## config.mk

```make
export PLATFORM = sky130hd
export DESIGN_NAME = program_counter
export DESIGN_NICKNAME = d
export VERILOG_FILES = /design/src/common/fetch_pkg.sv /design/src/hdl/program_counter.sv
export SDC_FILE = /design/constraint.sdc
export NUM_CORES = 1
export LEC_CHECK = 0
export BUFFER_PORTS_ARGS = -buffer_cell sky130_fd_sc_hd__buf_2
export CORE_AREA = 2 2 39 41
export CTS_CLUSTER_DIAMETER = 120
export DETAILED_ROUTE_END_ITERATION = 16
export DIE_AREA = 0 0 41 43
export GPL_TIMING_DRIVEN = 1
export PLACE_DENSITY = 0.65
export SETUP_SLACK_MARGIN = 0.4
export SYNTH_ARGS = -nofsm -noshare
export SYNTH_HDL_FRONTEND = slang
export SYNTH_SLANG_ARGS = --single-unit
```

## constraint.sdc

```tcl
create_clock -name clk -period 1 [get_ports clk]
set_input_delay 0.15 -clock clk [delete_from_list [all_inputs] [get_ports clk]]
set_output_delay 0.15 -clock clk [all_outputs]
set_load 0.005 [all_outputs]
```

## src/imem/imem_program.hex

```
// One 32-bit instruction per line, loaded from word address 0
// Opcode in bits 31:26, jump target or branch offset in bits 9:0
00221820
8c410004
20420001
ac430008
00432022
24630003
00852820
08000009 // j 9, slot 2 of the pair at 6
3c010010
00a63020
00c73820
01084020
08000014 // j 20, wins over the next jump
0800001e // j 30
08000002 // j 2, overridden by a correction
01294820
014a5020
016b5820
018c6020
01ad6820
10220005 // beq +5
01ce7020
01ef7820
14640004 // bne +4
102203fe // beq -2
0800001f // j 31
02108020
02318820
02529020
02739820
0294a020
14a60006 // bne +6 at odd pc
02b5a820
02d6b020
02f7b820
0318c020
0339c820
035ad020
0c000000 // jal 0
037bd820

```

## src/common/fetch_pkg.sv

```systemverilog
package fetch_pkg;

    // Widths fixed by the instruction encoding
    localparam int ADDR_W   = 10;
    localparam int INSTR_W  = 32;
    localparam int OPCODE_W = 6;

    localparam logic [OPCODE_W-1:0] OP_J   = 6'd2;
    localparam logic [OPCODE_W-1:0] OP_JAL = 6'd3;
    localparam logic [OPCODE_W-1:0] OP_BEQ = 6'd4;
    localparam logic [OPCODE_W-1:0] OP_BNE = 6'd5;

    localparam logic [ADDR_W-1:0] RESET_PC = 10'd1022; // Pair after reset wraps to 0

    localparam string IMEM_FILE = "/design/src/imem/imem_program.hex";

    // One fetched slot as seen by decode
    typedef struct packed {
        logic [INSTR_W-1:0] instr;
        logic [ADDR_W-1:0]  return_addr;
        logic [ADDR_W-1:0]  branch_addr;
    } fetch_slot_t;

    // Pre-decode result of one instruction
    typedef struct packed {
        logic              is_jump;
        logic              is_branch;
        logic [ADDR_W-1:0] target;    // Jump target or branch offset
    } predecode_t;

endpackage

```

## src/hdl/program_counter.sv

```systemverilog
`timescale 1ns/1ps

module program_counter
    import fetch_pkg::*;
(
    input  logic              clk,
    input  logic              rst_n,
    input  logic              hold,
    input  logic [ADDR_W-1:0] next_pc,
    output logic [ADDR_W-1:0] pc
);

    always_ff @(posedge clk or negedge rst_n) begin
        if (!rst_n) begin
            pc <= RESET_PC;
        end else if (!hold) begin
            pc <= next_pc;
        end
    end

endmodule

```

Word level (Yosys, flattened, before mapping)
Index checks and enable logic that the tools add are counted.
Widths: inputs -> output; s select.
{"block": "word_totals", "regBits": 10, "inputBits": 13, "elab_cells": 1, "output_inout_bits": 10}

Longest topological paths before layout
Gate-level depths: netlist of run 1.
{"block": "logic_depth", "ltp_word": 0, "mapped_depth": 2, "mapped_depth_nobuf": 1}

Worst setup path before layout of run 1
No wires, ideal clock.
{"block": "synth_path", "path_type": "flip-flop to flip-flop", "from": "reg pc[0] (netlist name)", "to": "reg pc[0]", "slack_ps": 262, "synth_period_minus_slack_ps": 738, "path_stages_with_launch": 2, "required_ps": 875, "setup_ps": 125, "n_path_buf": 0, "arrival_ps": 613, "path_cell_list": "dfrtp_1 -> mux2_4"}
{"item": "end signal: assignment", "line_no": "program_counter.sv:17", "source": "pc <= next_pc;"}
{"item": "end: declaration", "line_no": "program_counter.sv:10", "source": "output logic [ADDR_W-1:0] pc"}

Worst setup path in the final report of run 1
{"block": "layout_path", "from": "reg pc[9]", "to": "out pc[9]"}
No word-level cell between the ends.

==> impl_metrics.ini, run 1 <==
[run_status]
status = finished with violations
violations = setup timing

[yosys]
synth.area.top_cells = dfstp_2, mux2_4, dfrtp_1
ys_seq_area_share_pct = 61.8
syn_area_per_cell_sq_um = 20.1
synth_top_area_share_pct = 55.9
yosysTopAreaCell = dfstp_2
synth-seq-cells = 10
ys_types = 4
syn-num-nets = 34
syn_inst = 21
yosys_warnings = 0
synth_area_sq_um = 423

[final_layout]
final_common_cell = buf_2
fin_nets = 66
diodes = 0
area_growth_pct = 57.4
fillers = 144
top_register = pc
drive_gt1_share_pct = 96.2
fin_cells = 68
largest_reg_flops = 10
final_core_util_pct = 48.1
mostFrequentLayoutCells = buf_2, mux2_4, dfstp_2, buf_6, clkbuf_4
reg_top3 = pc (10)

[sta]
hold_viol = 0
finalWorstSetupSlack_ns = -0.0553
slew_headroom_pct = 78.7
drv_slew = 0
rsz0062_at_grt = yes
finClkSkew_ns = 0
hold-worst-slack_ns = 0.107
worstMarginPinSlew_ns = 0.319
timing.final.crit_share_pct = 106
fmax_mhz = 948
period_needed_ns = 1.06
setup_viol = 9
fin_tns_setup_ns = -0.435

[global_routing]
global_route.usage.total_pct = 11.1
grt_use_met3_pct = 9.42
grt_max_degree = 11
antenna_found_initial = 0
grt_first_pass_wirelength_um = 1170
grt-ovfl-total = 0
grt_pass1_vias = 285
use_met2_pct = 15.0
grt_use_met1_pct = 11.3
gr-max-usage-layer = met2

[setup_path]
startpoint_type = flop
worstRegToRegCells = 2
cp.arrival_ns = 0.91
crit_path_cell_trace = buf_2
r2r-end = pc[0]
crit_path_max_fanout = 2
reg2reg_from = pc[0]
critPathRequiredTime_ns = 0.85
critPathMaxStageDelay_ns = 0.53
critPathBufInv = 1
crit_family = flip-flops
end_kind = output port
worstSetupPathType = reg2out
reg2reg_slack_ns = 0.14
cp_slowest_cell = dfstp_2

[cts]
cts_tree = yes
cts_sinks = 10
cts_inserted_buffers = 3
root_buffer = clkbuf_4
clock_path_buffers = 2
clk_pin_slew_ns = 0.07
clk_latency_ns = 0.27
h-tree-depth = 1

[placed_design]
pre_cts_ws_ns = 0.108
dp.cells = 58
gp_congestion = 0.542
port_buffers = 22

[flow_run]
maxCapViolCount = 0

[die]
die_x_um = 41
start_util_pct = 30.6
dieArea_sq_um = 1760
core_area_sq_um = 1380
die_h_um = 43
rows = 14
io_pins = 23

[min_path]
min_to = pc[9]
worstHoldPathType = in2reg
hold_path_depth = 2
worstHoldStart = next_pc[9]

[routing]
ant_nets = 0
drtIter0Drc = 0
dr.pass1.iters = 1
vias = 284
drc = 0
avgRoutedWirePerCell_um = 11.4
wl_um = 778
viasPerCell = 4.18

[pwr]
ir_worst_vdd_mv = 1.01
power_density_nw_per_um2 = 1620
leakage_nw = 0.338
==> area by class of cell <==
cell class | count | area (sq um) | area share [%]
clock buffer | 4 | 36.3 | 5.45
multi-input combinational | 10 | 150 | 22.6
sequential | 10 | 262 | 39.3
tap | 16 | 20.0 | 3.01
timing repair buffer | 28 | 198 | 29.7
==> synthesized netlist by cell type, drive strengths merged <==
master and number:
dfrtp 1, buf 1, dfstp 9, mux2 10
==> worst max path at each step <==
stage                from  endpoint  slack [ns]  cells after the start
floorplan           pc[0]     pc[0]        0.26                      1
global placement     hold     pc[0]        0.12                      2
detailed placement   hold     pc[0]        0.11                      2
CTS                 pc[6]     pc[6]       -0.07                      1
global route        pc[3]     pc[3]       -0.11                      1
finish              pc[9]     pc[9]       -0.06                      1
==> layer usage <==
metal  vias to the layer above  share of wire [%]
li1                        133                  -
met1                       132                 43
met2                        19                 46
met3                         0                 11
met4                         0                  0
met5                         -                  0
==> logic make-up (layout without fill, tap and decap cells) <==
kind of cell | Yosys count | after routing | share of synthesized area [%]
buffers and inverters | 1 | 32 | 2.66
DFF | 10 | 10 | 61.8
muxes | 10 | 10 | 35.5
==> through the flow <==
stage | power (W) | area, sq um
floorplan | 0.000583 | 423
global placement | 0.000654 | 542
detailed placement | 0.000657 | 542
CTS | 0.00107 | 629
global route | 0.00115 | 666
finish | 0.00108 | 666
==> timing repair <==
| item | CTS | global route |
|---|---|---|
| buffers inserted | 5 | 0 |
| hold buffers | 1 | 0 |
| hold endpoints to repair | 10 | 0 |
| endpoints found under the setup margin | 20 | 20 |
| gates resized for setup | 1 | 7 |
==> report_power, final <==
part / internal [W] / switching (W) / leakage (nW) / total [W]
logic: 0.000156 / 0.0000607 / 0.211 / 0.000217
registers: 0.000473 / 0.0000253 / 0.106 / 0.000498
clock network: 0.000221 / 0.000143 / 0.0210 / 0.000364
No activity file was read; power rests on OpenSTA's default activity.
==> run 2, diff against run 1 <==
PLACE_DENSITY = 0.7   (was 0.65)
==> impl_metrics.ini, run 2 (synthesis gave the netlist of run 1 again) <==
[global_routing]
global_route.usage.total_pct = 11.0
grt_pass1_vias = 281
antenna_found_initial = 0
grt-ovfl-total = 0
grt_first_pass_wirelength_um = 1230
grt_max_degree = 11

[final_layout]
top_register = pc
drive_gt1_share_pct = 94.1
fin_area_sq_um = 632
largest_reg_flops = 10
final_core_util_pct = 45.7
area_growth_pct = 49.4
reg_top3 = pc (10)
mostFrequentLayoutCells = buf_2, mux2_4, dfstp_2, buf_6, clkbuf_4
fillers = 132
fin_nets = 65
diodes = 0
final_common_cell = buf_2

[min_path]
worstHoldPathType = in2reg

[sta]
finClkSkew_ns = 0
fin_tns_setup_ns = -0.345
timing.final.crit_share_pct = 105
hold_viol = 0
setup_viol = 9
period_needed_ns = 1.05
rsz0062_at_grt = yes
drv_slew = 0
finalWorstSetupSlack_ns = -0.0507
fmax_mhz = 952
worstMarginPinSlew_ns = 0.316
slew_headroom_pct = 78.9

[die]
dieArea_sq_um = 1760
rows = 14
die_h_um = 43
core_area_sq_um = 1380
io_pins = 23
start_util_pct = 30.6
die_x_um = 41

[cts]
clock_path_buffers = 2
clk_pin_slew_ns = 0.07
cts_sinks = 10
h-tree-depth = 1
cts_tree = yes
root_buffer = clkbuf_4
clk_latency_ns = 0.26
cts_inserted_buffers = 3

[pwr]
ir_worst_vdd_mv = 0.728
leakage_nw = 0.322
power_density_nw_per_um2 = 1550

[placed_design]
post_dp_cell_area_sq_um = 542
gp_congestion = 0.672
port_buffers = 22

[setup_path]
cp.arrival_ns = 0.90
crit_path_cell_trace = buf_6
cp_slowest_cell = dfstp_2
end_kind = output port
critPathBufInv = 1
critPathRequiredTime_ns = 0.85
worstSetupPathType = reg2out
startpoint_type = flop
reg2reg_slack_ns = 0.12
critPathMaxStageDelay_ns = 0.55
crit_path_max_fanout = 2
crit_family = flip-flops

[routing]
vias = 280
drc = 0
viasPerCell = 4.18
drtIter0Drc = 2
wl_um = 762
avgRoutedWirePerCell_um = 11.4
ant_nets = 0
dr.pass1.iters = 4

[run_status]
violations = setup timing
status = finished with violations

[flow_run]
maxCapViolCount = 0
[run 2: cell count changes in the layout (fill, tap and decap cells not counted), sizes merged]
cell and delta:
buf -1
[run 2: report_power, final]
group          leakage [nW]  switching, W  internal (W)
clock network        0.0150      0.000131      0.000153
logic                 0.200     0.0000594      0.000140
registers             0.106     0.0000229      0.000473
total                 0.322      0.000213      0.000767
[run 2: repair_timing]
item,4_1_cts,5_1_grt
hold buffers,1,0
gates cloned,0,0
setup buffers,3,1
hold endpoints to repair,10,0
endpoints found under the setup margin,20,20
gates resized for setup,1,4
[run 2: path summary, 6_finish.rpt]
| path | from | endpoint | cells after the start |
|---|---|---|---|
| max in group asynchronous | rst_n | pc[7] | 2 |
| min in group asynchronous | rst_n | pc[0] | 2 |
| worst max-delay path | pc[8] | pc[8] | 1 |
| worst max register to register | pc[2] | pc[2] | 3 |
| worst min register to register | pc[0] | pc[0] | 2 |
| worst min-delay path | next_pc[3] | pc[3] | 2 |
[run 2: final cells by class]
cell class / count / area [sq um] / share of cell area [%]
clock buffers: 4 / 26.3 / 4.16
multi-input cells: 10 / 150 / 23.8
well taps: 16 / 20.0 / 3.17
repair buffers: 27 / 174 / 27.5
flip-flops and latches: 10 / 262 / 41.4
[run 2: through the flow]
stage | std cells | setup slack [ns] | total power [W] | hold WS [ns]
2_1_floorplan | 21 | 0.262 | 0.000583 | -0.146
3_3_place_gp | 58 | 0.125 | 0.000654 | 0.0151
3_5_place_dp | 58 | 0.104 | 0.000658 | 0.0135
4_1_cts | 66 | -0.0615 | 0.000973 | 0.106
5_1_grt | 67 | -0.0851 | 0.00103 | 0.112
6_report | 67 | -0.0507 | 0.000980 | 0.114
[run 2: routing by layer]
layer  vias to the layer above  global-route usage [%]  share of wire, %
li1                        133                       -                 -
met1                       139                    12.1                40
met2                         6                    15.9                53
met3                         2                    1.57               3.4
met4                         0                    12.0               2.8
met5                         -                       0                 0
