**src/imem/imem_program.hex**
```
// One 32-bit instruction per line, loaded from word address 0
// Opcode in bits 31:26, jump target or branch offset in bits 9:0
00221820
8c410004
20420001
ac430008
00432022
24630003
00852820
08000009 // j 9, slot 2 of the pair at 6
3c010010
00a63020
00c73820
01084020
08000014 // j 20, wins over the next jump
0800001e // j 30
08000002 // j 2, overridden by a correction
01294820
014a5020
016b5820
018c6020
01ad6820
10220005 // beq +5
01ce7020
01ef7820
14640004 // bne +4
102203fe // beq -2
0800001f // j 31
02108020
02318820
02529020
02739820
0294a020
14a60006 // bne +6 at odd pc
02b5a820
02d6b020
02f7b820
0318c020
0339c820
035ad020
0c000000 // jal 0
037bd820

```
**src/common/fetch_pkg.sv**
```systemverilog
package fetch_pkg;

    // Widths fixed by the instruction encoding
    localparam int ADDR_W   = 10;
    localparam int INSTR_W  = 32;
    localparam int OPCODE_W = 6;

    localparam logic [OPCODE_W-1:0] OP_J   = 6'd2;
    localparam logic [OPCODE_W-1:0] OP_JAL = 6'd3;
    localparam logic [OPCODE_W-1:0] OP_BEQ = 6'd4;
    localparam logic [OPCODE_W-1:0] OP_BNE = 6'd5;

    localparam logic [ADDR_W-1:0] RESET_PC = 10'd1022; // Pair after reset wraps to 0

    localparam string IMEM_FILE = "/design/src/imem/imem_program.hex";

    // One fetched slot as seen by decode
    typedef struct packed {
        logic [INSTR_W-1:0] instr;
        logic [ADDR_W-1:0]  return_addr;
        logic [ADDR_W-1:0]  branch_addr;
    } fetch_slot_t;

    // Pre-decode result of one instruction
    typedef struct packed {
        logic              is_jump;
        logic              is_branch;
        logic [ADDR_W-1:0] target;    // Jump target or branch offset
    } predecode_t;

endpackage

```
**src/fetch/fetch_not_taken.sv**
```systemverilog
`timescale 1ns/1ps

module fetch_not_taken
    import fetch_pkg::*;
(
    input  logic               rst_n,
    input  logic               hold,
    input  logic               jr,
    input  logic               correct_en,
    input  logic [ADDR_W-1:0]  reg1_addr,
    input  logic [ADDR_W-1:0]  correction,
    input  logic [ADDR_W-1:0]  pc,
    input  logic [INSTR_W-1:0] instr_1,
    input  logic [INSTR_W-1:0] instr_2,
    output logic [ADDR_W-1:0]  next_pc,
    output logic [ADDR_W-1:0]  next_pc_out,
    output logic               flush_second,
    output fetch_slot_t        slot_1,
    output fetch_slot_t        slot_2
);

    predecode_t        pd_1;
    predecode_t        pd_2;
    logic [ADDR_W-1:0] pc_step;
    logic [ADDR_W-1:0] branch_addr_1;
    logic [ADDR_W-1:0] branch_addr_2;

    slot_predecode u_pd_1 (
        .instr  (instr_1),
        .decode (pd_1)
    );

    slot_predecode u_pd_2 (
        .instr  (instr_2),
        .decode (pd_2)
    );

    // Odd pc fetches one useful slot only
    assign pc_step = pc[0] ? pc + ADDR_W'(1) : pc + ADDR_W'(2);

    assign flush_second = pc[0];

    // Offsets are relative to the slot position
    assign branch_addr_1 = pd_1.target + (pc_step - ADDR_W'(1));
    assign branch_addr_2 = pd_2.target + pc_step;

    // Fetch address, branches predicted not taken
    always_comb begin
        if (!rst_n) begin
            next_pc = RESET_PC;
        end else if (hold) begin
            next_pc = pc;
        end else if (correct_en) begin
            next_pc = correction;         // Mispredict recovery
        end else if (jr) begin
            next_pc = reg1_addr;
        end else if (pd_1.is_jump) begin
            next_pc = pd_1.target;
        end else if (pd_2.is_jump) begin
            next_pc = pd_2.target;
        end else begin
            next_pc = pc_step;
        end
    end

    // Redirect address as if branches were taken
    always_comb begin
        if (!rst_n) begin
            next_pc_out = '0;
        end else if (hold) begin
            next_pc_out = pc;
        end else if (jr) begin
            next_pc_out = reg1_addr;
        end else if (pd_1.is_branch) begin
            next_pc_out = branch_addr_1;
        end else if (pd_1.is_jump) begin
            next_pc_out = pd_1.target;
        end else if (pd_2.is_branch) begin
            next_pc_out = branch_addr_2;
        end else if (pd_2.is_jump) begin
            next_pc_out = pd_2.target;
        end else begin
            next_pc_out = pc_step;
        end
    end

    assign slot_1.instr       = instr_1;
    assign slot_1.return_addr = pc + ADDR_W'(1);
    assign slot_1.branch_addr = branch_addr_1;

    assign slot_2.instr       = instr_2;
    assign slot_2.return_addr = pc + ADDR_W'(2);
    assign slot_2.branch_addr = branch_addr_2;

endmodule

```
**src/fetch/slot_predecode.sv**
```systemverilog
`timescale 1ns/1ps

module slot_predecode
    import fetch_pkg::*;
(
    input  logic [INSTR_W-1:0] instr,
    output predecode_t         decode
);

    logic [OPCODE_W-1:0] opcode;
    logic                is_jump;
    logic                is_branch;

    assign opcode = instr[INSTR_W-1 -: OPCODE_W];

    always_comb begin
        is_jump   = 1'b0;
        is_branch = 1'b0;
        case (opcode)
            OP_J,
            OP_JAL: begin
                is_jump = 1'b1;        // Direct jump, with or without link
            end
            OP_BEQ,
            OP_BNE: begin
                is_branch = 1'b1;      // Conditional, resolved later
            end
            default: begin
                is_jump   = 1'b0;
                is_branch = 1'b0;
            end
        endcase
    end

    // Low field serves as jump target and branch offset
    assign decode.is_jump   = is_jump;
    assign decode.is_branch = is_branch;
    assign decode.target    = instr[ADDR_W-1:0];

endmodule

```
**config.mk**
```make
export PLATFORM = sky130hd
export DESIGN_NAME = fetch_not_taken
export DESIGN_NICKNAME = d
export VERILOG_FILES = /design/src/common/fetch_pkg.sv /design/src/fetch/fetch_not_taken.sv /design/src/fetch/slot_predecode.sv
export SDC_FILE = /design/constraint.sdc
export NUM_CORES = 1
export LEC_CHECK = 0
export ABC_AREA = 1
export BUFFER_PORTS_ARGS = -buffer_cell sky130_fd_sc_hd__buf_2
export CORE_ASPECT_RATIO = 0.75
export CORE_MARGIN = 5
export CORE_UTILIZATION = 30
export DETAILED_ROUTE_END_ITERATION = 8
export GPL_TIMING_DRIVEN = 0
export SLEW_MARGIN = 20
export SYNTH_ARGS = -nofsm -noshare
export SYNTH_HDL_FRONTEND = slang
export SYNTH_HIERARCHICAL = 1
export SYNTH_SLANG_ARGS = --single-unit
```
**constraint.sdc**
```tcl
create_clock -name vclk -period 3.45
set_input_delay 0.69 -clock vclk [all_inputs]
set_output_delay 0.69 -clock vclk [all_outputs]
set_load 0.005 [all_outputs]
```
# Word level (Yosys, flattened, before mapping)
# Index checks and enable logic that the tools add are counted.
[word_totals] regBits=0 latch_bits=0 ramBits=0 rom_bits=0 in_bits=98 out_inout_bits=125 n_memories=0
[classes] add_sub_neg=5 mul=0 div=0 n_lt_le_gt_ge=0 n_eq_ne=8 shifts=0 mux=17 bitwise=0 reduce_logical=4
[ops] operator="two-way mux 10 bit" n=13
[ops] operator="== test 6 x 2 -> 1 bit, second input constant" n=4
[ops] operator="== test 6 x 3 -> 1 bit, second input constant" n=4
[ops] operator="adder 10 bit" n=2
[ops] operator="adder 10 x 1 -> 10 bit, second input constant" n=1
[ops] operator="adder 10 x 2 -> 10 bit, second input constant" n=1
[ops] operator="subtractor 10 x 1 -> 10 bit, second input constant" n=1
[ops] operator="OR reduction 2 bit" n=4
[ops] operator="two-way mux 1 bit" n=4

# Longest topological paths before layout
# Gate-level depths: netlist of the first run.
[depth] word_depth=10 mapped_depth=24 depth_no_buf=24

# Cells and area by module
# Netlist of the first run, hierarchy kept.
[by_module_without_submodules] mod="fetch_not_taken" n_inst=1 cells_per_inst=566 area_each_um2=3017.9
[by_module_without_submodules] mod="slot_predecode" n_inst=2 cells_per_inst=21 area_each_um2=123.9

# Worst setup path before layout of the first run
# OpenSTA, ideal clock, no wires.
[synth_path] path_type="input-to-output" start="input pc[0]" end="output next_pc_out[7]" arrival_ps=2950 required_time_ps=2760 path_slack_ps=-190 cell_stages=20 cell_sequence="ha_1 inv_1 nor2_1 nand2_1 nand3_1 o21a_1 inv_1 ha_1 inv_1 ha_1 a21oi_1 nor2_1 nor2_1 o21ai_0 xor2_1 a21oi_1 nand2_1 nand3_1 nand2_1 nor2_1"
[synth_between] elab_chain_cells=9 elab_cells_between_ends=13 classes_between="add/sub (5); mux (8)"
[synth_lines] item="from (decl)" line_no="fetch_not_taken.sv:12" text="input logic [ADDR_W-1:0] pc,"
[synth_lines] item="adder 10 x 2 -> 10 bit or adder 10 x 1 -> 10 bit (tied branches)" line_no="fetch_not_taken.sv:39" text="assign pc_step = pc[0] ? pc + ADDR_W'(1) : pc + ADDR_W'(2);"
[synth_lines] item="two-way mux 10 bit (*)" line_no="fetch_not_taken.sv:39"
[synth_lines] item="branches (longest 3 deep; another with subtractor 10 x 1 -> 10 bit)"
[synth_lines] item="two-way mux 10 bit (*)" line_no="fetch_not_taken.sv:74" text="end else if (pd_1.is_branch) begin"
[synth_lines] item="two-way mux 10 bit (*)" line_no="fetch_not_taken.sv:72" text="end else if (jr) begin"
[synth_lines] item="two-way mux 10 bit (*)" line_no="fetch_not_taken.sv:70" text="end else if (hold) begin"
[synth_lines] item="two-way mux 10 bit (*)" line_no="fetch_not_taken.sv:68" text="if (!rst_n) begin"
[synth_lines] item="to (decl)" line_no="fetch_not_taken.sv:16" text="output logic [ADDR_W-1:0] next_pc_out,"
# Every way passes the cells marked *.

# Worst setup path after layout of the first run
[layout_path] start="input pc[1]" end="output next_pc_out[7]"
# The elaborated chain is that of the path after synthesis.

==> impl_metrics.json, run 1 <==
{
  "status": "finished, violations left",
  "violations": "negative setup slack",
  "synthesis.instances": 608,
  "yosysWarnings": 6,
  "finalHoldViolations": 0,
  "cpPeakStageDelay_ps": 250,
  "nClkBuffers": 0,
  "leakage_nw": 3.090,
  "layout_commonest_cell": "buf_2",
  "grt_pass1_vias": 4461,
  "dp_cells": 913,
  "crit_buf_inv": 5,
  "worstPathMaxFanout": 5,
  "min_to": "slot_1[23]",
  "wl_per_cell_um": 15.08,
  "core_area_um2": 10780,
  "drive_gt1_share_pct": 53.14,
  "timing.final.crit_period_ps": 4025,
  "dr.pass1.iters": 5,
  "overflow": 0,
  "crit_slowest_cell": "ha_4",
  "die_x_um": 130.5,
  "place_ws_ps": -828.4,
  "hp-start": "instr_1[3]",
  "portBuffers": 165,
  "setup_violations": 14,
  "synth_area_um2": 3266,
  "worst_slack_ps": -575.3,
  "hold_depth": 2,
  "regArea_um2": 0,
  "grt_max_degree": 11,
  "antenna_cells": 0,
  "fin_cells": 985,
  "via_per_inst": 4.733,
  "cts_hold_buf": 0,
  "ys_seq_area_share_pct": 0,
  "rows": 33,
  "worst_slew_pin_slew_ps": 583.2,
  "swShare_pct": 49.40,
  "fp.dieH_um": 100.4,
  "vias": 4662,
  "rsz0062_at_grt": "yes",
  "power.switching_mw": 0.5936,
  "p_int_mw": 0.6081,
  "grt_pass1_wl_um": 21780,
  "relSlewSlack_pct": 61.12,
  "finish.instance_area_um2": 5630,
  "mostFrequentLayoutCells": "158 x buf_2, 142 x buf_4, 138 x nand2_1",
  "yosysUniqueCellTypes": 33,
  "start_util_pct": 30.30,
  "arrival_ps": 3340,
  "max-vdd-ir-drop_mv": 0.09669,
  "place_hpwl_um": 11440,
  "dpl-instance-area_um2": 4422,
  "drtIter0Drc": 288,
  "fin_nets": 976,
  "slew_violations": 0,
  "synth_nets": 737,
  "p_comb_share_pct": 100.0,
  "drcViolationCount": 0,
  "ant_nets": 0,
  "synth_area_per_cell_um2": 5.371,
  "antenna_found_initial": 0,
  "end_kind": "output port",
  "seq_cell_count": 0,
  "multi_input_area_um2": 2784,
  "syn2layout_area_growth_pct": 72.41,
  "routabilityCongestion": 0.9488,
  "cpLargestDelayFamily": "simple AND/OR/NAND/NOR gates",
  "cp_cell_sequence": "buf_12 -> ha_4 -> inv_4 -> nor2_4 -> nand2_2 -> nand3_2 -> o21a_1 -> inv_2 -> ha_4 -> inv_2 -> ha_4 -> a21oi_4 -> nor2_4 -> nor2_2 -> o21ai_2 -> xor2_2 -> a21oi_1 -> nand2_1 -> nand3_1 -> nand2_1 -> nor2_1 -> buf_2",
  "clkPwrFrac_pct": 0,
  "cp.required_ps": 2760,
  "fillers": 1095,
  "grt_usage_pct": 20.33,
  "hp-class": "in -> out",
  "num_io_pins": 223,
  "powerDensity_nw_per_um2": 213.4,
  "seq_power_share_pct": 0,
  "maxCapViolCount": 0,
  "start_kind": "primary input",
  "whs_ps": 1546,
  "crit_top_cell": "ha_4",
  "die-area_um2": 13090,
  "startpoint": "pc[1]",
  "wl_um": 14860,
  "fmax_mhz": 248.4,
  "fin_crit_sh_pct": 116.7,
  "worstSetupPathType": "in -> out"
}
[metal layers]
| metal | part of all wire, % | track usage (%) | wire (um) | up-vias |
|---|---|---|---|---|
| li1 | - | - | - | 2308 |
| met1 | 43 | 28.69 | 6322 | 2093 |
| met2 | 47 | 33.61 | 6986 | 239 |
| met3 | 8.8 | 3.032 | 1314 | 22 |
| met4 | 1.6 | 2.767 | 234 | 0 |
| met5 | 0 | 0 | 0 | - |
[synth_stat cells]
library cell	n	share of area, %
xor2_1	10	2.7
o21ai_1	5	0.77
buf_6	1	0.34
a21oi_1	40	6.1
nor2_2	2	0.38
buf_2	3	0.46
nor2_1	46	5.3
a21boi_0	2	0.46
clkinv_1	2	0.23
inv_1	90	10
nand2_2	5	0.96
nand4_1	5	0.96
and2_1	1	0.19
a31oi_1	2	0.38
inv_2	1	0.11
o21a_1	2	0.46
o21bai_1	3	0.69
nand3b_1	1	0.23
o21ai_0	23	3.5
xnor2_1	2	0.54
clkbuf_1	14	1.6
nand3_2	2	0.61
o211ai_1	7	1.6
buf_4	91	21
a21o_1	1	0.23
o221ai_1	2	0.54
nand2_4	1	0.34
fa_1	2	1.2
nand2_1	157	18
nor3_1	2	0.31
ha_1	29	11
nand3_1	53	8.1
or2_2	1	0.19
[metrics by stage]
| stage | TNS (ps) | utilization [%] | total power [mW] |
|---|---|---|---|
| after floorplan | -6.951 | - | 0.4957 |
| after global routing | -6669 | 52.25 | 1.305 |
| final | -4669 | 52.25 | 1.202 |
| after CTS | -4489 | 49.12 | 1.056 |
| after detailed placement | -6701 | 41.03 | 0.7932 |
| after global placement | -6608 | 41.03 | 0.7884 |
[cell families (layout without fill, tap and decap cells)]
logic type	after synthesis	count (layout)	synth area share [%]
buf+inv	202	439	34.02
xor+xnor	12	12	3.218
compound gates	87	87	14.79
fa+ha+maj	31	31	12.34
simple gates	276	276	35.63
[how the worst max path moves through the flow]
stage,to,cells after the start
after global routing,next_pc_out[7],22
after floorplan,next_pc_out[7],20
after global placement,next_pc_out[6],22
final,next_pc_out[7],22
after CTS,next_pc_out[7],22
after detailed placement,next_pc_out[6],22
[cell type report]
| class | instances | share of cell area (%) |
|---|---|---|
| Inverter | 93 | 6.644 |
| Tap cell | 140 | 3.111 |
| Buffer | 109 | 13.62 |
| Timing Repair Buffer | 237 | 27.18 |
| Multi-Input combinational cell | 406 | 49.44 |
[power groups by stage]
stage | Combinational, mW | Sequential [mW] | Clock, mW
3_5_place_dp | 0.793 | 0 | 0
2_1_floorplan | 0.496 | 0 | 0
6_report | 1.20 | 0 | 0
3_3_place_gp | 0.788 | 0 | 0
5_1_grt | 1.30 | 0 | 0
4_1_cts | 1.06 | 0 | 0
[repair_timing]
item,in CTS,in global routing
setup buffers,69,18
setup endpoints to repair,19,19
pin swaps,50,44
hold endpoints to repair,0,0
gates resized for setup,90,68
Note: power is estimated with default switching activity, not from simulation.
==> inputs of run 2 (changes only) <==
- REMOVE_ABC_BUFFERS: unset -> 1
==> run 2 against run 1 <==
Net effect: the run still ends with negative setup slack left; via count fell by 10%; sequential share of layout area did not move; utilization fell by 8.7 points; design area fell by 17%; die area did not move; setup slack improved by 82 ps; critical path depth rose by 2; first-iteration DRC count fell by 26%; non-clock buffer count fell by 122; fmax rose by 2.1%; total power fell by 22%; highest routed layer unchanged.
==> impl_metrics.json, run 2 (same netlist as run 1, synthesis figures left out) <==
{
  "die_x_um": 130.5,
  "drcViolationCount": 0,
  "finalHoldViolations": 0,
  "overflow": 0,
  "worstSetupPathType": "in -> out",
  "met3_usage_pct": 6.170,
  "cts_hold_buf": 0,
  "grt_usage_pct": 20.02,
  "gr-usage-met2_pct": 31.68,
  "cp_cell_sequence": "buf_16 -> ha_4 -> nand3_4 -> nor2_2 -> nand2_2 -> buf_4 -> buf_4 -> buf_4 -> buf_4 -> buf_4 -> buf_4 -> buf_4 -> buf_6 -> buf_6 -> buf_6 -> buf_6 -> buf_6 -> buf_6 -> buf_6 -> buf_6 -> buf_6 -> buf_6 -> nand2_1 -> buf_2",
  "num_io_pins": 223,
  "routabilityCongestion": 0.8775,
  "seq_power_share_pct": 0,
  "worst_slew_pin_slew_ps": 577.8,
  "worstPathMaxFanout": 4,
  "portBuffers": 155,
  "arrival_ps": 3250,
  "drtIter0Drc": 213,
  "setup_violations": 13,
  "syn2layout_area_growth_pct": 43.56,
  "fillers": 1155,
  "slew_violations": 0,
  "fp.dieH_um": 100.4,
  "crit_top_cell": "buf_6",
  "busiest_layer": "met2",
  "worst_slack_ps": -493.3,
  "fin_nets": 855,
  "regArea_um2": 0,
  "start_kind": "primary input",
  "startpoint": "pc[0]",
  "cp.required_ps": 2760,
  "leakage_nw": 2.537,
  "p_int_mw": 0.4431,
  "multi_input_area_um2": 2689,
  "layout_commonest_cell": "buf_2",
  "powerDensity_nw_per_um2": 200.9,
  "hp-start": "instr_1[16]",
  "mostFrequentLayoutCells": "147 x buf_2, 139 x nand2_1, 68 x inv_1",
  "fin_tns_setup_ps": -3991,
  "core_area_um2": 10780,
  "status": "finished, violations left",
  "nClkBuffers": 0,
  "p_comb_share_pct": 100.0,
  "hp-class": "in -> out",
  "crit_slowest_cell": "ha_4",
  "rsz0062_at_grt": "yes",
  "ant_nets": 0,
  "wl_per_cell_um": 16.48,
  "finish.instance_area_um2": 4688,
  "grt_pass1_vias": 3988,
  "end_kind": "output port",
  "clkPwrFrac_pct": 0,
  "swShare_pct": 52.94,
  "dpl-instance-area_um2": 3460,
  "fmax_mhz": 253.6,
  "timing.final.crit_period_ps": 3943,
  "seq_cell_count": 0,
  "maxCapViolCount": 0,
  "antenna_cells": 0,
  "vias": 4187,
  "via_per_inst": 4.846,
  "start_util_pct": 30.30,
  "power.switching_mw": 0.4986,
  "grt_util_met1_pct": 27.92,
  "relSlewSlack_pct": 61.44,
  "max-vdd-ir-drop_mv": 0.08826,
  "grt_pass1_wl_um": 20800,
  "cpPeakStageDelay_ps": 160,
  "rows": 33,
  "place_hpwl_um": 10560,
  "grt_max_degree": 23,
  "wl_um": 14240,
  "dr.pass1.iters": 5,
  "die-area_um2": 13090,
  "violations": "negative setup slack",
  "antenna_found_initial": 0,
  "drive_gt1_share_pct": 46.55,
  "fin_crit_sh_pct": 114.3
}
[run 2: area by class of cell]
class	count	share of cell area [%]
timing repair buffer	224	31.01
tap	140	3.736
multi-input combinational	407	57.35
inverter	93	7.900
[run 2: metrics by stage]
stage / hold slack (ps) / total power [mW] / util (%) / instances / setup WS, ps
2_1_floorplan: 1380 / 0.3659 / - / 499 / -196.9
3_3_place_gp: 1380 / 0.6434 / 32.06 / 794 / -1252
3_5_place_dp: 1380 / 0.6467 / 32.10 / 794 / -1295
4_1_cts: 1380 / 0.8773 / 41.37 / 858 / -461.0
5_1_grt: 1380 / 1.039 / 43.50 / 864 / -661.4
6_report: 1380 / 0.9417 / 43.50 / 864 / -493.3
[run 2: path summary, 6_finish.rpt]
check | to | slack (ps) | cells after the start
worst max-delay path | slot_1[16] | -490 | 24
worst min-delay path | slot_1[36] | 1380 | 0
[run 2: power by group through the flow]
stage          Sequential [mW]  Combinational [mW]  Clock, mW
2_1_floorplan                0               0.366          0
3_3_place_gp                 0               0.643          0
3_5_place_dp                 0               0.647          0
6_report                     0               0.942          0
4_1_cts                      0               0.877          0
5_1_grt                      0                1.04          0
[run 2: layer usage]
metal	wire [um]	up-vias	part of all wire (%)
met5	0	-	0
met4	139	0	0.98
met3	1700	14	12
met2	6111	227	43
met1	6284	1872	44
li1	-	2074	-
[run 2: repair_timing]
action / in CTS / in global routing
buffers inserted: 70 / 13
pin swaps: 37 / 38
cloned: 0 / 1
setup endpoints to repair: 32 / 28
gates resized for setup: 128 / 44
[run 2: worst max-delay path: cells and delay by family]
kind | cells | cell delay, ps
adder cells (fa/ha/maj) | 1 | 160
buffers and inverters | 19 | 2070
AND/OR/NAND/NOR | 4 | 310
==> inputs of run 3 (changes only) <==
- SYNTH_HIERARCHICAL: 1 -> unset
==> run 3 against run 2 <==
Net effect: the flow still finishes with violations (negative setup slack); first-iteration DRC count increased by 7.0%; total power decreased by 12%; design area decreased by 9.1%; non-clock buffer count decreased by 32; flip-flop and latch count unchanged; sequential share of layout area unchanged; cell count decreased by 5.3%; worst hold slack about the same; clock-buffer cell count unchanged; area after synthesis decreased by 5.1%; combinational power decreased by 12%; synthesized cell count decreased by 6.1%.
==> impl_metrics.json, run 3 <==
{
  "portBuffers": 155,
  "grt_pass1_wl_um": 20160,
  "wl_per_cell_um": 15.96,
  "dp_cells": 781,
  "yosysUniqueCellTypes": 35,
  "ant_nets": 0,
  "violations": "negative setup slack",
  "routabilityCongestion": 0.9329,
  "whs_ps": 1380,
  "rsz0062_at_grt": "yes",
  "die-area_um2": 12490,
  "nClkBuffers": 0,
  "dr.pass1.iters": 5,
  "fin_cells": 818,
  "ys_seq_area_share_pct": 0,
  "relSlewSlack_pct": 58.60,
  "fin_crit_sh_pct": 115.9,
  "rows": 32,
  "max-vdd-ir-drop_mv": 0.07802,
  "layout_commonest_cell": "buf_2",
  "worst_slew_pin_slew_ps": 619.0,
  "core_area_um2": 10210,
  "leakage_nw": 2.340,
  "place_hpwl_um": 10390,
  "vias": 3980,
  "drcViolationCount": 0,
  "yosysMostFrequentCell": "nand2_1",
  "cts_hold_buf": 0,
  "worstPathMaxFanout": 5,
  "yosysWarnings": 0,
  "setup_violations": 13,
  "start_kind": "primary input",
  "power.switching_mw": 0.4526,
  "num_io_pins": 223,
  "seq_power_share_pct": 0,
  "grt_pass1_vias": 3850,
  "antenna_found_initial": 1,
  "worst_slack_ps": -548.0,
  "hp-class": "in -> out",
  "cp_cell_sequence": "buf_12 -> ha_4 -> nand3_4 -> nor2_1 -> nand2_1 -> nand3_2 -> and2_4 -> inv_4 -> ha_4 -> inv_2 -> ha_4 -> nand2_4 -> nor3_2 -> nand2_1 -> o211ai_1 -> xor2_1 -> nand2_1 -> nand3_1 -> nand3_1 -> nand2_1 -> nor2_2 -> buf_2",
  "synth_top_cell_area_share_pct": 18.77,
  "wl_um": 13060,
  "via_per_inst": 4.866,
  "swShare_pct": 54.62,
  "cpPeakStageDelay_ps": 280,
  "grt_usage_pct": 19.85,
  "arrival_ps": 3310,
  "start_util_pct": 30.37,
  "status": "finished, violations left",
  "crit_top_cell": "nand2_1",
  "crit_slowest_cell": "ha_4",
  "overflow": 0,
  "synthTopCellsByArea": "nand2_1 19%, buf_4 16%, ha_1 12%, inv_1 10%, nand3_1 8.7%",
  "synth_area_um2": 3100,
  "end_kind": "output port",
  "fin_nets": 813,
  "synth_area_per_cell_um2": 5.430,
  "synth_top_cell_by_area": "nand2_1",
  "cp.required_ps": 2760,
  "synthTopCellsByCount": "155 x nand2_1, 84 x inv_1, 67 x buf_4",
  "antenna_cells": 0,
  "synthesis.instances": 571,
  "maxCapViolCount": 0,
  "drive_gt1_share_pct": 41.50,
  "die_x_um": 127.4,
  "timing.final.crit_period_ps": 3998,
  "seq_cell_count": 0,
  "slew_violations": 0,
  "clkPwrFrac_pct": 0,
  "p_comb_share_pct": 100.0,
  "powerDensity_nw_per_um2": 194.5,
  "regArea_um2": 0,
  "finalHoldViolations": 0,
  "p_int_mw": 0.3760,
  "mostFrequentLayoutCells": "150 x buf_2, 144 x nand2_1, 69 x inv_1",
  "syn2layout_area_growth_pct": 37.41,
  "fmax_mhz": 250.1,
  "drtIter0Drc": 228,
  "worstSetupPathType": "in -> out",
  "fp.dieH_um": 98.04,
  "grt_max_degree": 20
}
==> run 3: critical path, delay by kind of cell <==
family	cells	cell delay, ps
xor gates and xnor gates	1	210
adders and majority gates	3	670
and+or+nand+nor	13	1290
buffers and inverters	4	320
AOI/OAI and AO/OA	1	120
==> run 3: logic make-up (layout without fill, tap and decap cells) <==
family	count (synthesis)	after routing	share of synthesized area (%)
XOR/XNOR	15	15	4.480
adder cells (fa/ha/maj)	31	31	12.99
AO/OA/AOI/OAI	75	75	13.52
AND/OR/NAND/NOR	281	281	40.07
buffers and inverters	169	280	28.93
==> run 3: metrics by stage <==
stage / TNS [ps] / utilization (%) / total power, mW / setup WS [ps] / area [um2]
after floorplan: -559.4 / - / 0.3730 / -150.5 / 2534
after global placement: -12910 / 34.08 / 0.6560 / -1152 / 3480
after detailed placement: -12400 / 34.08 / 0.6541 / -1131 / 3480
after CTS: -3390 / 40.45 / 0.7897 / -501.5 / 4130
after global routing: -6247 / 41.73 / 0.9305 / -688.4 / 4260
final: -3597 / 41.73 / 0.8285 / -548.0 / 4260
==> run 3: routing by layer <==
metal / global-route usage [%] / up-vias / part of all wire, %
met5: 0.7843 / - / 0.10
met4: 2.143 / 2 / 0.82
met3: 6.069 / 12 / 11
met2: 29.64 / 214 / 41
met1: 28.81 / 1774 / 47
li1: - / 1978 / -
==> run 3: final timing paths <==
kind | cells after the start | end | slack, ps | start
worst max-delay path | 22 | next_pc_out[7] | -550 | pc[1]
worst min-delay path | 0 | slot_2[41] | 1380 | instr_2[21]
==> run 3: power by group through the flow <==
stage | Sequential (mW) | Clock [mW] | Combinational, mW
after floorplan | 0 | 0 | 0.373
after global placement | 0 | 0 | 0.656
after detailed placement | 0 | 0 | 0.654
after CTS | 0 | 0 | 0.790
after global routing | 0 | 0 | 0.931
final | 0 | 0 | 0.829
==> run 3: what timing repair did <==
item / in CTS / in global routing
resized for setup: 89 / 25
endpoints found under the setup margin: 24 / 24
hold endpoints to repair: 0 / 0
buffers inserted: 35 / 5
pin swaps: 29 / 11
==> run 3: cell type report <==
type	instances	area, um2
inverters	88	346.6
multi-input cells	402	2600
repair buffers	192	1144
well taps	136	170.2
fillers	1125	5949
